### config.mk
export PLATFORM = sky130hd
export DESIGN_NAME = ahb_apb_bridge
export DESIGN_NICKNAME = d
export VERILOG_FILES = /design/src/logic/ahb_apb_pkg.sv /design/src/logic/ahb_apb_bridge.sv /design/src/logic/apb_beat_sequencer.sv /design/src/logic/ahb_slave_port.sv
export SDC_FILE = /design/constraint.sdc
export NUM_CORES = 1
export LEC_CHECK = 0
export BUFFER_PORTS_ARGS = -buffer_cell sky130_fd_sc_hd__buf_4
export CAP_MARGIN = 20
export CORE_ASPECT_RATIO = 0.75
export CORE_UTILIZATION = 45
export CTS_BUF_LIST = sky130_fd_sc_hd__clkbuf_8
export DETAILED_ROUTE_END_ITERATION = 8
export PLACE_DENSITY = 0.63
export SYNTH_ARGS = -nofsm -noshare
export SYNTH_HDL_FRONTEND = slang
export SYNTH_SLANG_ARGS = --single-unit
### constraint.sdc
create_clock -name HCLK -period 3.41 [get_ports HCLK]
set_clock_uncertainty 0.2 [all_clocks]
set_input_delay 0.682 -clock HCLK [delete_from_list [all_inputs] [get_ports HCLK]]
set_output_delay 0.682 -clock HCLK [all_outputs]
set_load 0.005 [all_outputs]
### src/logic/ahb_apb_pkg.sv
/*
 * AHB to APB bridge shared definitions
 * Bus widths, AHB encodings, transfer request and response
 * structs, and helpers for beat sizing and protection mapping
 */
package ahb_apb_pkg;

  //////////////////////////////////////////////////
  // Bus widths
  //////////////////////////////////////////////////

  // AHB side is fixed at one 32-bit word
  localparam int HADDR_W = 32;
  localparam int HDATA_W = 32;

  //////////////////////////////////////////////////
  // AHB encodings
  //////////////////////////////////////////////////

  typedef enum logic [1:0] {
    HTRANS_IDLE   = 2'b00,
    HTRANS_BUSY   = 2'b01,
    HTRANS_NONSEQ = 2'b10,
    HTRANS_SEQ    = 2'b11
  } htrans_t;

  // Only sizes up to one word are carried
  typedef enum logic [2:0] {
    HSIZE_BYTE  = 3'b000,
    HSIZE_HWORD = 3'b001,
    HSIZE_WORD  = 3'b010
  } hsize_t;

  localparam logic HRESP_OKAY  = 1'b0;
  localparam logic HRESP_ERROR = 1'b1;

  // HPROT bit positions
  localparam int HPROT_DATA = 0;
  localparam int HPROT_PRIV = 1;

  // APB protection: {instruction, nonsecure, privileged}
  typedef logic [2:0] pprot_t;

  //////////////////////////////////////////////////
  // Transfer request and response
  //////////////////////////////////////////////////

  typedef struct packed {
    logic [HADDR_W-1:0] addr;
    logic [HDATA_W-1:0] wdata;
    logic               write;
    hsize_t             size;
    logic [3:0]         prot;
  } xfer_req_t;

  typedef struct packed {
    logic [HDATA_W-1:0] rdata;
    logic               err;
  } xfer_rsp_t;

  // Bytes moved by one transfer of the given size
  function automatic logic [2:0] size_bytes(hsize_t size);
    case (size)
      HSIZE_BYTE:  return 3'd1;
      HSIZE_HWORD: return 3'd2;
      default:     return 3'd4;
    endcase
  endfunction

  // HPROT to PPROT, always reported as secure
  function automatic pprot_t pprot_map(logic [3:0] hprot);
    pprot_t p;
    p[0] = hprot[HPROT_PRIV];
    p[1] = 1'b0;
    p[2] = ~hprot[HPROT_DATA];
    return p;
  endfunction

endpackage
### src/logic/ahb_apb_bridge.sv
/*
 * AHB3-Lite slave to APB4 master bridge, top level
 * Joins the AHB data-phase port to the APB beat sequencer
 */
module ahb_apb_bridge #(
  parameter int PADDR_W = 10,
  parameter int PDATA_W = 8
) (
  input  logic                            HCLK,
  input  logic                            HRESETn,

  // AHB slave side
  input  logic                            hsel,
  input  logic [ahb_apb_pkg::HADDR_W-1:0] haddr,
  input  logic [ahb_apb_pkg::HDATA_W-1:0] hwdata,
  input  logic                            hwrite,
  input  ahb_apb_pkg::hsize_t             hsize,
  input  logic [3:0]                      hprot,
  input  ahb_apb_pkg::htrans_t            htrans,
  input  logic                            hready,
  output logic [ahb_apb_pkg::HDATA_W-1:0] hrdata,
  output logic                            hreadyout,
  output logic                            hresp,

  // APB master side
  output logic                            psel,
  output logic                            penable,
  output ahb_apb_pkg::pprot_t             pprot,
  output logic                            pwrite,
  output logic [PDATA_W/8-1:0]            pstrb,
  output logic [PADDR_W-1:0]              paddr,
  output logic [PDATA_W-1:0]              pwdata,
  input  logic [PDATA_W-1:0]              prdata,
  input  logic                            pready,
  input  logic                            pslverr
);
  import ahb_apb_pkg::*;

  // One transfer in flight between the two halves
  xfer_req_t req;
  logic      req_start;
  xfer_rsp_t rsp;
  logic      rsp_done;

  ahb_slave_port i_ahb_slave_port (
    .HCLK      (HCLK),
    .HRESETn   (HRESETn),
    .hsel      (hsel),
    .haddr     (haddr),
    .hwdata    (hwdata),
    .hwrite    (hwrite),
    .hsize     (hsize),
    .hprot     (hprot),
    .htrans    (htrans),
    .hready    (hready),
    .rsp       (rsp),
    .rsp_done  (rsp_done),
    .hrdata    (hrdata),
    .hreadyout (hreadyout),
    .hresp     (hresp),
    .req       (req),
    .req_start (req_start)
  );

  apb_beat_sequencer #(
    .PADDR_W (PADDR_W),
    .PDATA_W (PDATA_W)
  ) i_apb_beat_sequencer (
    .HCLK      (HCLK),
    .HRESETn   (HRESETn),
    .req       (req),
    .req_start (req_start),
    .prdata    (prdata),
    .pready    (pready),
    .pslverr   (pslverr),
    .psel      (psel),
    .penable   (penable),
    .pprot     (pprot),
    .pwrite    (pwrite),
    .pstrb     (pstrb),
    .paddr     (paddr),
    .pwdata    (pwdata),
    .rsp       (rsp),
    .rsp_done  (rsp_done)
  );

endmodule

### src/logic/apb_beat_sequencer.sv
/*
 * APB4 master beat sequencer
 * Splits one captured AHB transfer into beats on a narrower
 * APB bus, drives lanes and strobes, and gathers read bytes
 */
module apb_beat_sequencer #(
  parameter int PADDR_W = 10,
  parameter int PDATA_W = 8
) (
  input  logic                   HCLK,
  input  logic                   HRESETn,

  // Transfer from the AHB side
  input  ahb_apb_pkg::xfer_req_t req,
  input  logic                   req_start,

  // APB master
  input  logic [PDATA_W-1:0]     prdata,
  input  logic                   pready,
  input  logic                   pslverr,
  output logic                   psel,
  output logic                   penable,
  output ahb_apb_pkg::pprot_t    pprot,
  output logic                   pwrite,
  output logic [PDATA_W/8-1:0]   pstrb,
  output logic [PADDR_W-1:0]     paddr,
  output logic [PDATA_W-1:0]     pwdata,

  // Completion back to the AHB side
  output ahb_apb_pkg::xfer_rsp_t rsp,
  output logic                   rsp_done
);
  import ahb_apb_pkg::*;

  // APB byte lanes
  localparam int PBYTES = PDATA_W / 8;
  // Clears the lane bits of a byte offset
  localparam logic [1:0] BASE_MASK = 2'(~(PBYTES - 1));

  typedef enum logic [1:0] {
    ST_IDLE   = 2'b00,
    ST_SETUP  = 2'b01,
    ST_ACCESS = 2'b10
  } seq_state_t;

  seq_state_t         state;
  logic [1:0]         beats_left;
  logic [1:0]         byte_off;
  logic [HDATA_W-1:0] rd_acc;
  logic [HDATA_W-1:0] rd_next;

  logic               load_first;
  logic               load_next;
  logic               finish;
  logic [3:0]         req_lanes;
  logic [1:0]         nxt_off;
  logic [1:0]         nxt_base;
  logic [1:0]         cur_base;
  logic [PBYTES-1:0]  nxt_lanes;
  logic [PBYTES-1:0]  cur_lanes;
  logic [PDATA_W-1:0] nxt_wdata;

  // Beats after the first one
  function automatic logic [1:0] beats_left_init(hsize_t size);
    logic [2:0] nbeats;
    nbeats = size_bytes(size) / 3'(PBYTES);
    if (nbeats == 3'd0)
      nbeats = 3'd1;
    return 2'(nbeats - 3'd1);
  endfunction

  // Bytes touched within the 32-bit word
  function automatic logic [3:0] word_lanes(hsize_t size, logic [1:0] off);
    logic [3:0] ones;
    case (size)
      HSIZE_BYTE:  ones = 4'b0001;
      HSIZE_HWORD: ones = 4'b0011;
      default:     ones = 4'b1111;
    endcase
    return ones << off;
  endfunction

  //////////////////////////////////////////////////
  // Beat arithmetic
  //////////////////////////////////////////////////

  assign load_first = (state == ST_IDLE) && req_start;
  assign finish     = (state == ST_ACCESS) && pready &&
                      (pslverr || (beats_left == 2'd0));
  assign load_next  = (state == ST_ACCESS) && pready && !finish;

  assign req_lanes = word_lanes(req.size, req.addr[1:0]);

  // Offset of the beat being set up; wraps only on single-beat transfers
  assign nxt_off   = (state == ST_IDLE) ? req.addr[1:0] : byte_off + 2'(PBYTES);
  assign nxt_base  = nxt_off & BASE_MASK;
  assign nxt_lanes = req_lanes[nxt_base +: PBYTES];
  assign nxt_wdata = req.wdata[nxt_base*8 +: PDATA_W];

  // Lanes of the beat now in its access phase
  assign cur_base  = byte_off & BASE_MASK;
  assign cur_lanes = req_lanes[cur_base +: PBYTES];

  // Merge returned bytes at their word offsets
  always_comb
  begin
    rd_next = rd_acc;
    for (int j = 0; j < PBYTES; j++)
      if (cur_lanes[j])
        rd_next[(cur_base + j)*8 +: 8] = prdata[j*8 +: 8];
  end

  //////////////////////////////////////////////////
  // APB FSM
  //////////////////////////////////////////////////

  always_ff @(posedge HCLK or negedge HRESETn)
    if (!HRESETn)
    begin
      state      <= ST_IDLE;
      psel       <= 1'b0;
      penable    <= 1'b0;
      pstrb      <= '0;
      beats_left <= 2'd0;
      byte_off   <= 2'd0;
      rsp_done   <= 1'b0;
    end
    else
    begin
      rsp_done <= 1'b0;

      case (state)
        ST_IDLE:
          if (req_start)
          begin
            state      <= ST_SETUP;
            psel       <= 1'b1;
            pstrb      <= nxt_lanes & {PBYTES{req.write}};
            beats_left <= beats_left_init(req.size);
            byte_off   <= nxt_off;
          end

        ST_SETUP:
        begin
          state   <= ST_ACCESS;
          penable <= 1'b1;
        end

        ST_ACCESS:
          if (finish)
          begin
            // Last beat or slave error ends the transfer
            state    <= ST_IDLE;
            psel     <= 1'b0;
            penable  <= 1'b0;
            pstrb    <= '0;
            rsp_done <= 1'b1;
          end
          else if (load_next)
          begin
            state      <= ST_SETUP;
            penable    <= 1'b0;
            pstrb      <= nxt_lanes & {PBYTES{req.write}};
            beats_left <= beats_left - 2'd1;
            byte_off   <= nxt_off;
          end

        default: state <= ST_IDLE;
      endcase
    end

  //////////////////////////////////////////////////
  // Beat payload and result
  //////////////////////////////////////////////////

  always_ff @(posedge HCLK)
  begin
    if (load_first)
    begin
      pwrite <= req.write;
      pprot  <= pprot_map(req.prot);
      paddr  <= req.addr[PADDR_W-1:0];
      pwdata <= nxt_wdata;
      rd_acc <= '0;
    end
    else if (load_next)
    begin
      // Next beat sits one APB word higher
      paddr  <= paddr + PADDR_W'(PBYTES);
      pwdata <= nxt_wdata;
      rd_acc <= rd_next;
    end

    if (finish)
    begin
      rsp.rdata <= rd_next;
      rsp.err   <= pslverr;
    end
  end

  //////////////////////////////////////////////////
  // Checks
  //////////////////////////////////////////////////

  a_enable_sel: assert property (@(posedge HCLK) disable iff (!HRESETn)
    penable |-> psel);

  // Wait states freeze the whole access phase
  a_hold_stable: assert property (@(posedge HCLK) disable iff (!HRESETn)
    (penable && !pready) |=>
      $stable({psel, penable, pprot, pwrite, pstrb, paddr, pwdata}));

endmodule

### src/logic/ahb_slave_port.sv
/*
 * AHB3-Lite slave port
 * Captures one transfer, holds the master with hreadyout,
 * and returns OKAY or a two-cycle ERROR on completion
 */
module ahb_slave_port (
  input  logic                            HCLK,
  input  logic                            HRESETn,

  // AHB address and data phase
  input  logic                            hsel,
  input  logic [ahb_apb_pkg::HADDR_W-1:0] haddr,
  input  logic [ahb_apb_pkg::HDATA_W-1:0] hwdata,
  input  logic                            hwrite,
  input  ahb_apb_pkg::hsize_t             hsize,
  input  logic [3:0]                      hprot,
  input  ahb_apb_pkg::htrans_t            htrans,
  input  logic                            hready,

  // Completion from the APB side
  input  ahb_apb_pkg::xfer_rsp_t          rsp,
  input  logic                            rsp_done,

  output logic [ahb_apb_pkg::HDATA_W-1:0] hrdata,
  output logic                            hreadyout,
  output logic                            hresp,

  // Request to the APB side
  output ahb_apb_pkg::xfer_req_t          req,
  output logic                            req_start
);
  import ahb_apb_pkg::*;

  typedef enum logic [1:0] {
    ST_IDLE      = 2'b00,
    ST_WAIT_DATA = 2'b01,
    ST_BUSY      = 2'b10,
    ST_ERROR2    = 2'b11
  } port_state_t;

  port_state_t state;
  logic        accept;

  // Valid address phase aimed at this slave
  assign accept = hsel && hready &&
                  ((htrans == HTRANS_NONSEQ) || (htrans == HTRANS_SEQ));

  //////////////////////////////////////////////////
  // Control FSM
  //////////////////////////////////////////////////

  always_ff @(posedge HCLK or negedge HRESETn)
    if (!HRESETn)
    begin
      state     <= ST_IDLE;
      hreadyout <= 1'b1;
      hresp     <= HRESP_OKAY;
      req_start <= 1'b0;
    end
    else
    begin
      // Start strobe lasts one cycle
      req_start <= 1'b0;

      case (state)
        ST_IDLE:
        begin
          hresp <= HRESP_OKAY;
          if (accept)
          begin
            // Stall the data phase until APB finishes
            state     <= ST_WAIT_DATA;
            hreadyout <= 1'b0;
          end
          else
            hreadyout <= 1'b1;
        end

        ST_WAIT_DATA:
        begin
          // hwdata is valid now, hand off
          state     <= ST_BUSY;
          req_start <= 1'b1;
        end

        ST_BUSY:
          if (rsp_done)
          begin
            if (rsp.err)
            begin
              // First ERROR cycle, still stalled
              state <= ST_ERROR2;
              hresp <= HRESP_ERROR;
            end
            else
            begin
              state     <= ST_IDLE;
              hreadyout <= 1'b1;
            end
          end

        ST_ERROR2:
        begin
          // Second ERROR cycle releases the master
          state     <= ST_IDLE;
          hreadyout <= 1'b1;
        end

        default: state <= ST_IDLE;
      endcase
    end

  //////////////////////////////////////////////////
  // Transfer capture
  //////////////////////////////////////////////////

  always_ff @(posedge HCLK)
  begin
    // Address phase fields
    if ((state == ST_IDLE) && accept)
    begin
      req.addr  <= haddr;
      req.write <= hwrite;
      req.size  <= hsize;
      req.prot  <= hprot;
    end

    // Data phase one cycle later
    if (state == ST_WAIT_DATA)
      req.wdata <= hwdata;

    // Read data only on a good completion
    if ((state == ST_BUSY) && rsp_done && !rsp.err)
      hrdata <= rsp.rdata;
  end

  //////////////////////////////////////////////////
  // Checks
  //////////////////////////////////////////////////

  // Master must align to the transfer size
  a_aligned: assert property (@(posedge HCLK) disable iff (!HRESETn)
    accept |-> ((haddr[1:0] & (size_bytes(hsize) - 3'd1)) == 3'd0));

  // hready loop must keep new address phases out while stalled
  a_no_overlap: assert property (@(posedge HCLK) disable iff (!HRESETn)
    (state != ST_IDLE) |-> !accept);

endmodule

; ---- Word level (Yosys, flattened, before mapping)
; Index checks and enable logic that the tools add are counted.
; W data, S select, Z words.
[totals]
wordCells = 135
output_inout_bits = 59
reg_bits = 181
input_bits = 88
[classes]
n_shift = 6
eq_ne = 17
mux = 50
add_sub_neg = 5
reduce_logical = 31
n_bitwise = 2
[op_table]
columns = cell, n
row1 = $neg A5 Y34, 1
row2 = $shift A8 B34 Y32 const A, 1
row3 = $shiftx A8 B34 Y32, 1
row4 = $bwmux W32, 1
row5 = $mux W2, 16
row6 = $mux W32, 1
row7 = $shiftx A32 B6 Y8, 1
row8 = $mux W10, 2
row9 = $mux W8, 2
row10 = $mux W1, 15
row11 = $reduce_and A3 Y1, 4
row12 = $add A10 B1 Y10 const B, 1
row13 = $eq A2 B2 Y1 const B, 5
row14 = $ne A2 B1 Y1 const B, 5
row15 = $logic_and A1 B1 Y1, 9
row16 = $pmux W1 S2, 4
row17 = $pmux W2 S2, 2
row18 = $pmux W2 S4, 1
row19 = $pmux W4 S2, 1
row20 = $reduce_bool A2 Y1, 4
row21 = $shiftx A4 B3 Y1, 2
row22 = $logic_not A2 Y1, 3
row23 = $logic_not A3 Y1, 2
row24 = $mux W3, 2
row25 = other kinds (17), 25

; ---- Depth between registers and ports, before layout
; Gate-level depths: netlist of the first run.
[logic_depth]
word_depth = 11
depth_mapped = 10
mapped_depth_nobuf = 7

; ---- Modules after synthesis
; From an unflattened synthesis of the first run, not the netlist that was laid out.
[unflattened]
cells_unflattened = 528
hier_area_um2 = 7933.9
[by_module_without_submodules]
columns = module, cells_per_inst, instances, area_each_um2, seq_area_each_um2
row1 = apb_beat_sequencer, 403, 1, 4590.7, 2512.4
row2 = ahb_slave_port, 125, 1, 3343.2, 3249.4

; ---- Least setup slack after synthesis of the first run
; OpenSTA, ideal clock, no wires.
[synth_path]
kind = input to register
startpoint = input pslverr
endpoint = register i_apb_beat_sequencer.paddr[0], enable pin
path_slack_ns = 0.583
setup_time_ns = 0.418
stages = 2
required_ns = 2.792
arrival_time_ns = 2.209
path_buffers = 0
cell_sequence = o21bai_1 > o21ai_0
[synth_between]
elab_chain_len = 5
[synth_rtl]
columns = item, line_no
row1 = from (decl), ahb_apb_bridge.sv:35  ; input logic pslverr
row2 = $logic_or A1 B1 Y1, apb_beat_sequencer.sv:89  ; (pslverr || (beats_left == 2'd0));
row3 = $logic_and A1 B1 Y1, apb_beat_sequencer.sv:88  ; assign finish = (state == ST_ACCESS) && pready &&
row4 = $logic_not A1 Y1, apb_beat_sequencer.sv:90  ; assign load_next = (state == ST_ACCESS) && pready && !finish;
row5 = $logic_and A1 B1 Y1, apb_beat_sequencer.sv:90
row6 = $reduce_bool A2 Y1 (no line), --
row7 = to (signal assigned), apb_beat_sequencer.sv:182  ; paddr <= req.addr[PADDR_W-1:0];
row8 = to (signal assigned), apb_beat_sequencer.sv:189  ; paddr <= paddr + PADDR_W'(PBYTES);
row9 = to (decl), apb_beat_sequencer.sv:26  ; output logic [PADDR_W-1:0] paddr,
; Every way passes these cells.
; A chain may end at the register's enable or synchronous reset.

; ---- Final worst setup path of the first run
[layout_path]
startpoint = register i_apb_beat_sequencer.byte_off[0]
endpoint = register i_apb_beat_sequencer.rd_acc[20]
[layout_between]
elab_chain_len = 4
word_cells_on_any_way = 6
classes_between = 1 x add/sub / 3 x shift / 2 x mux
[layout_rtl]
columns = item, line_no
row1 = from (decl), apb_beat_sequencer.sv:48  ; logic [1:0] byte_off;
row2 = from (signal assigned), apb_beat_sequencer.sv:140  ; byte_off <= nxt_off;
row3 = from (signal assigned), apb_beat_sequencer.sv:165  ; byte_off <= nxt_off;
row4 = $neg A5 Y34, apb_beat_sequencer.sv:110  ; rd_next[(cur_base + j)*8 +: 8] = prdata[j*8 +: 8];
row5 = $shiftx A8 B34 Y32 / $shift A8 B34 Y32 (equally long branches), apb_beat_sequencer.sv:110
row6 = $bwmux W32, apb_beat_sequencer.sv:110
row7 = $mux W32 *, apb_beat_sequencer.sv:109  ; if (cur_lanes[j])
row8 = to (signal assigned), apb_beat_sequencer.sv:191  ; rd_acc <= rd_next;
row9 = to (decl), apb_beat_sequencer.sv:49  ; logic [HDATA_W-1:0] rd_acc;
; Every way passes the cells marked *; elsewhere a longest branch is shown, timed or not.

==> results.py, run 1 <==
metrics = {
    "setup_path": {
        "rr_endpoint": "i_apb_beat_sequencer.rd_acc[20]$_SDFFE_PP0P_",
        "rrSetupSlack_ns": 0.64,
        "endpoint_kind": "flip-flop",
        "worst_ep_required_time_ns": 3.60,
        "r2r_start": "i_apb_beat_sequencer.byte_off[0]$_DFFE_PN0P_",
        "slowest_stage": "nor3b_1",
        "r2r_cells": 6,
        "criticalPathCategory": "reg -> reg",
        "slowest_delay_ns": 0.80,
        "cp-start-kind": "flip-flop",
        "arrival_ns": 2.96,
        "crit_fanout": 11,
        "startpoint": "i_apb_beat_sequencer.byte_off[0]$_DFFE_PN0P_",
        "path_cells": "inv_1 > ha_1 > nor3b_1 > and2_1 > nand3_1 > a21oi_1",
    },
    "synth": {
        "synth_area_um2": 7367,
        "async_flop_share_pct": 8.287,
        "synth_largest_area_cell": "edfxtp_1",
        "synth_top_area_share_pct": 54.62,
        "ys.warnings.count": 0,
        "synth.distinct_cells": 41,
        "syn_area_per_cell_um2": 13.16,
        "synthFlopType": "edfxtp_1",
        "netlist_instances": 560,
        "syn-num-nets": 658,
        "ys_seq_elements": 181,
        "synth_enable_flop_cells": 134,
        "ys_top_cells_by_area": "edfxtp_1 (55%), dfxtp_1 (8.7%), dfrtp_1 (4.8%)",
        "seq_area_frac_synth_pct": 68.43,
        "synthTopCellsByCount": "edfxtp_1 (134), o21ai_0 (49), and2_1 (44), a21oi_1 (41), nand2_1 (39)",
        "yosysMostFrequentCell": "edfxtp_1",
    },
    "final_layout": {
        "finish.net_count": 781,
        "register_area_um2": 5041,
        "fin_area_um2": 8862,
        "synthToLayoutAreaGrowth_pct": 20.30,
        "drive_above_1_share_pct": 26.72,
        "fin_util_pct": 55.34,
        "fillers": 1333,
        "multiInputGateArea_um2": 2161,
        "diodes": 0,
    },
    "sta": {
        "tightest_slew_ns": 0.9455,
        "min_period_over_period_pct": 81.28,
        "finalCriticalPeriod_ns": 2.772,
        "hold_ws_ns": 0.1922,
        "fin_setup_tns_ns": 0,
        "fin_ws_ns": 0.6383,
        "final_max_slew_viol_count": 0,
        "rsz0062_at_grt": "false",
        "setup_viol": 0,
        "max_slew_margin_pct": 36.83,
        "hold_viol_final": 0,
        "clock.fmax_mhz": 360.8,
    },
    "power_and_ir_drop": {
        "p_leak_nw": 3.369,
        "pwr_density_cell_nw_per_um2": 681.3,
        "ir_drop_v": 0.0003247,
    },
    "global_route": {
        "grt_start_max_net_pins": 34,
        "grtUsageTotal_pct": 19.00,
        "grt_remaining_overflow": 0,
        "grt_pass1_vias": 4657,
        "grt_pass1_wl_mm": 24.13,
        "antenna_found_initial": 0,
    },
    "place": {
        "dp_slack_ns": 0.7344,
        "place_congestion": 0.7891,
        "io_buffers": 120,
        "dp_hpwl_mm": 10.59,
        "place_area_um2": 8486,
    },
    "routing": {
        "antenna_left": 0,
        "wire_per_inst_um": 17.12,
        "vias_per_cell": 5.327,
        "first_iter_violations": 300,
        "drc_errors": 0,
        "routed_wl_mm": 15.51,
        "vias": 4826,
        "detail_route.first_pass.iterations": 5,
    },
    "floorplan": {
        "start_util_pct": 46.00,
        "row_count": 40,
        "core_um2": 16020,
        "die-area_um2": 16890,
        "io_pins": 147,
        "die_x_um": 149.7,
        "die_y_um": 112.8,
    },
    "clocking": {
        "cts_tree": "built",
        "h-tree-depth": 4,
        "postCtsSetupRepairBufs": 0,
        "clock-root-buffer": "clkbuf_8",
        "numCtsBuffers": 17,
        "clock_path_buffers": 2,
        "clkTransAtPathRegs_ns": 0.10,
        "clock_sinks": 181,
        "clk_latency_ns": 0.46,
    },
    "run": {
        "drv_cap": 0,
    },
    "outcome": {
        "outcome": "complete, no violations",
    },
    "worst_hold_path": {
        "hold_start": "hwdata[29]",
        "min_path_cells": 1,
        "holdPathEnd": "i_ahb_slave_port.req[37]$_DFFE_PP_",
        "hold_path_class": "in -> reg",
    },
}
## sequential cells by signal, indices dropped and copies added, names as in the netlist, 2 cells and up
signal	count
i_ahb_slave_port.req	48
i_apb_beat_sequencer.rsp	33
i_ahb_slave_port.hrdata	32
i_apb_beat_sequencer.rd_acc	32
i_apb_beat_sequencer.paddr	10
i_apb_beat_sequencer.pwdata	8
i_ahb_slave_port.state	2
i_apb_beat_sequencer.beats_left	2
i_apb_beat_sequencer.byte_off	2
i_apb_beat_sequencer.pprot	2
i_apb_beat_sequencer.state	2
## critical path, delay by kind of cell (launching register included)
family,cells,cell delay (ns)
AOI/OAI and AO/OA,1,0.14
adders and majority gates,1,0.43
buffers and inverters,1,0.21
DFF,1,0.55
and+or+nand+nor,3,1.16
## report_power, final
| part | internal, mW | leakage, nW | switching, mW | total (mW) |
|---|---|---|---|---|
| registers | 2.77 | 1.66 | 0.160 | 2.93 |
| logic | 0.673 | 1.52 | 1.08 | 1.75 |
| clock network | 0.546 | 0.182 | 0.812 | 1.36 |
| total | 3.99 | 3.37 | 2.05 | 6.04 |
## area by class of cell
type	count	area share, %
Clock inverter	14	1.341
Sequential cell	181	56.88
Tap cell	210	2.965
Multi-Input combinational cell	339	24.38
Inverter	14	0.5930
Timing Repair Buffer	130	11.04
Clock buffer	18	2.795
## cells by family (layout without fill, tap and decap cells)
| kind of cell | count (synthesis) | count (layout) | share of synthesized area, % |
|---|---|---|---|
| muxes | 36 | 36 | 5.452 |
| other | 1 | 1 | 0.05090 |
| and+or+nand+nor | 161 | 161 | 11.51 |
| DFF | 181 | 181 | 68.43 |
| buffers and inverters | 40 | 176 | 2.361 |
| AOI/OAI and AO/OA | 122 | 122 | 9.392 |
| xor gates and xnor gates | 8 | 8 | 0.9511 |
| adders and majority gates | 11 | 11 | 1.851 |
## how the worst max path moves through the flow
stage,to,depth (start not counted),slack [ns]
detailed placement,i_apb_beat_sequencer.rd_acc[23]$_SDFFE_PP0P_,6,0.73
floorplan,i_apb_beat_sequencer.paddr[0]$_DFFE_PP_,2,0.58
finish,i_apb_beat_sequencer.rd_acc[20]$_SDFFE_PP0P_,6,0.64
global placement,i_apb_beat_sequencer.rsp[24]$_DFFE_PN_,5,0.85
CTS,i_apb_beat_sequencer.rd_acc[23]$_SDFFE_PP0P_,6,0.70
global route,i_apb_beat_sequencer.rd_acc[20]$_SDFFE_PP0P_,6,0.46
## timing repair
| item | in CTS | in global routing |
|---|---|---|
| hold buffers | 1 | 0 |
| hold endpoints to repair | 14 | 0 |
| resized for setup | 0 | 0 |
## cell usage in the layout, fill, tap and decap left out, types with 5 or more instances in the layout
master,instances
ha_1,10
o21ai_0,48
nor3b_1,5
nor2_1,13
mux2_2,14
dfxtp_1,32
dfrtp_1,14
nand3_1,37
inv_1,14
edfxtp_1,134
buf_4,129
a211oi_1,9
a21oi_1,41
mux2_1,19
xor2_1,6
a31oi_1,9
nand2_1,39
clkbuf_8,18
and2_1,44
## per-layer routing
metal / track usage [%] / wire (um) / share of wire [%]
met1: 26.16 / 7285 / 47
met2: 29.38 / 7285 / 47
met3: 5.040 / 794 / 5.1
met4: 5.993 / 141 / 0.91
met5: 0 / 0 / 0
## metrics by stage
stage / power (mW) / instances
6_report: 6.038 / 906
5_1_grt: 6.377 / 906
4_1_cts: 6.072 / 906
3_5_place_dp: 4.724 / 873
3_3_place_gp: 4.632 / 873
2_1_floorplan: 4.141 / 560
No activity file was read; power rests on OpenSTA's default activity.
==> inputs of run 2 (changes only) <==
--- a/config.mk
+++ b/config.mk
@@ -11,7 +11,7 @@
 export CORE_UTILIZATION = 45
 export CTS_BUF_LIST = sky130_fd_sc_hd__clkbuf_8
 export DETAILED_ROUTE_END_ITERATION = 8
-export PLACE_DENSITY = 0.63
+export PLACE_DENSITY = 0.66
 export SYNTH_ARGS = -nofsm -noshare
 export SYNTH_HDL_FRONTEND = slang
 export SYNTH_SLANG_ARGS = --single-unit
==> constraint.sdc (replaced) <==
create_clock -name HCLK -period 2.54 [get_ports HCLK]
set_clock_uncertainty 0.2 [all_clocks]
set_input_delay 0.508 -clock HCLK [delete_from_list [all_inputs] [get_ports HCLK]]
set_output_delay 0.508 -clock HCLK [all_outputs]
set_load 0.005 [all_outputs]
==> run 2 against run 1 <==
Against the previous run:
- worst hold slack got worse by 0.16 ns
- count of clock-buffer cells in the layout is 2 higher
- worst setup slack got worse by 0.46 ns
- design area is 5.2% higher
- clock power grew 44%
- cell count rose by 4.5%
- total power up 39%
- routed wire length increased by 1.2%
- sequential share of layout area shrank 2.8 points
- utilization rose by 2.9 points
- global-route usage is 0.38 points higher
- critical path type unchanged
- critical endpoint is now i_apb_beat_sequencer.rsp[8]$_DFFE_PN_
==> results.py, run 2 (same netlist as run 1, synthesis figures left out) <==
metrics = {
    "outcome": {
        "outcome": "complete, no violations",
    },
    "final_layout": {
        "top_register": "i_ahb_slave_port.req",
        "drive_above_1_share_pct": 26.32,
        "final_cells": 947,
        "finish.net_count": 822,
        "synthToLayoutAreaGrowth_pct": 26.49,
        "mostFrequentLayoutCells": "buf_4 (136), edfxtp_1 (134), o21ai_0 (48), and2_1 (44), a21oi_1 (41)",
        "final_common_cell": "buf_4",
        "largest_register_ffs": 48,
        "fin_util_pct": 58.19,
        "diodes": 0,
        "top_regs": "i_ahb_slave_port.req x48, i_apb_beat_sequencer.rsp x33",
    },
    "setup_path": {
        "rrSetupSlack_ns": 0.18,
        "r2r_start": "i_apb_beat_sequencer.byte_off[0]$_DFFE_PN0P_",
        "path_cells": "nand2b_1 > maj3_2 > nand2_1 > nor2_4 > mux2_2",
        "critPathTopFamily": "simple AND/OR/NAND/NOR gates",
        "worst_ep_required_time_ns": 2.54,
        "endpoint_kind": "flip-flop",
        "r2r_cells": 5,
        "slowest_stage": "dfrtp_1",
        "cp-start-kind": "flip-flop",
        "crit_fanout": 11,
        "crit_buf_inv": 0,
        "arrival_ns": 2.35,
        "slowest_delay_ns": 0.54,
        "criticalPathCategory": "reg -> reg",
        "rr_endpoint": "i_apb_beat_sequencer.rsp[8]$_DFFE_PN_",
    },
    "routing": {
        "drc_errors": 0,
        "antenna_left": 0,
        "routed_wl_mm": 15.70,
        "wire_per_inst_um": 16.58,
        "vias_per_cell": 5.235,
        "first_iter_violations": 305,
        "vias": 4958,
        "detail_route.first_pass.iterations": 5,
    },
    "clocking": {
        "clock-root-buffer": "clkbuf_8",
        "clk_latency_ns": 0.46,
        "clkTransAtPathRegs_ns": 0.09,
        "cts_tree": "built",
        "clock_path_buffers": 2,
        "numCtsBuffers": 17,
        "clock_sinks": 181,
        "h-tree-depth": 4,
    },
    "global_route": {
        "grt_pass1_vias": 4964,
        "grt_remaining_overflow": 0,
        "grt_start_max_net_pins": 52,
        "grt_pass1_wl_mm": 24.68,
        "antenna_found_initial": 0,
        "grtUsageTotal_pct": 19.38,
    },
    "floorplan": {
        "die_x_um": 149.7,
        "row_count": 40,
        "start_util_pct": 46.00,
        "die-area_um2": 16890,
        "core_um2": 16020,
        "io_pins": 147,
        "die_y_um": 112.8,
    },
    "power_and_ir_drop": {
        "pwr_density_cell_nw_per_um2": 899.3,
        "p_leak_nw": 3.581,
        "ir_drop_v": 0.0004862,
    },
    "place": {
        "place_congestion": 0.8221,
        "dp_hpwl_mm": 10.47,
        "io_buffers": 120,
        "dp.cells": 882,
    },
    "sta": {
        "hold_viol_final": 0,
        "max_slew_margin_pct": 29.92,
        "rsz0062_at_grt": "false",
        "min_period_over_period_pct": 92.81,
        "finalCriticalPeriod_ns": 2.357,
        "tightest_slew_ns": 1.051,
        "fin_setup_tns_ns": 0,
        "clock.fmax_mhz": 424.2,
        "hold_ws_ns": 0.02901,
        "final_max_slew_viol_count": 0,
        "setup_viol": 0,
    },
    "worst_hold_path": {
        "min_path_cells": 1,
        "hold_start": "hwdata[9]",
        "holdPathEnd": "i_ahb_slave_port.req[17]$_DFFE_PP_",
        "hold_path_class": "in -> reg",
    },
    "run": {
        "drv_cap": 0,
    },
}
-- run 2: how the worst max path moves through the flow --
stage | slack [ns] | start | endpoint | depth (start not counted)
floorplan | 0.02 | i_apb_beat_sequencer.rsp[0]$_DFFE_PN_ | i_ahb_slave_port.hrdata[0]$_DFFE_PP_ | 2
global route | 0.03 | i_apb_beat_sequencer.state[1]$_DFFE_PN0P_ | i_apb_beat_sequencer.beats_left[0]$_DFFE_PN0P_ | 7
global placement | 0.17 | i_apb_beat_sequencer.byte_off[0]$_DFFE_PN0P_ | i_apb_beat_sequencer.rsp[20]$_DFFE_PN_ | 5
detailed placement | 0.03 | i_apb_beat_sequencer.byte_off[0]$_DFFE_PN0P_ | i_apb_beat_sequencer.rd_acc[21]$_SDFFE_PP0P_ | 6
CTS | 0.008 | i_apb_beat_sequencer.byte_off[0]$_DFFE_PN0P_ | i_apb_beat_sequencer.rd_acc[21]$_SDFFE_PP0P_ | 6
finish | 0.18 | i_apb_beat_sequencer.byte_off[0]$_DFFE_PN0P_ | i_apb_beat_sequencer.rsp[8]$_DFFE_PN_ | 5
-- run 2: metal layers --
metal | vias to the layer above | track usage [%] | wire [um] | part of all wire, %
li1 | 2370 | - | - | -
met3 | 21 | 4.355 | 841 | 5.4
met4 | 0 | 8.620 | 247 | 1.6
met2 | 155 | 30.59 | 7496 | 48
met1 | 2412 | 25.71 | 7113 | 45
met5 | - | 0 | 0 | 0
-- run 2: power breakdown --
part | total, mW | internal [mW] | switching (mW)
logic | 2.49 | 1.02 | 1.47
registers | 3.94 | 3.72 | 0.219
clock network | 1.96 | 0.953 | 1.00
total | 8.38 | 5.69 | 2.69
-- run 2: layout make-up --
cell class                      instances  area (um^2)
Multi-Input combinational cell        339         2166
Timing Repair Buffer                  171         1391
Fill cell                            1289         6696
Clock inverter                         12        130.1
Inverter                               14        52.55
Clock buffer                           20        275.3
Tap cell                              210        262.8
Sequential cell                       181         5041
-- run 2: per-stage QoR --
step	worst slack (ns)	power (mW)	cell area [um^2]
floorplan	0.01579	5.559	7367
global placement	0.1671	6.299	8578
detailed placement	0.03382	6.423	8578
CTS	0.008345	8.414	9214
global route	0.03334	8.850	9319
finish	0.1827	8.381	9319
-- run 2: timing repair --
item,4_1_cts,5_1_grt
setup endpoints to repair,0,16
hold buffers,23,10
resized for setup,0,1
endpoints found under the hold margin,37,10
setup buffers,0,0
-- run 2: worst register-to-register path: stages (launching register included) --
cell and delay, ns:
dfrtp_1 0.54, nand2b_1 0.17, maj3_2 0.27, nand2_1 0.23
nor2_4 0.30, mux2_2 0.40
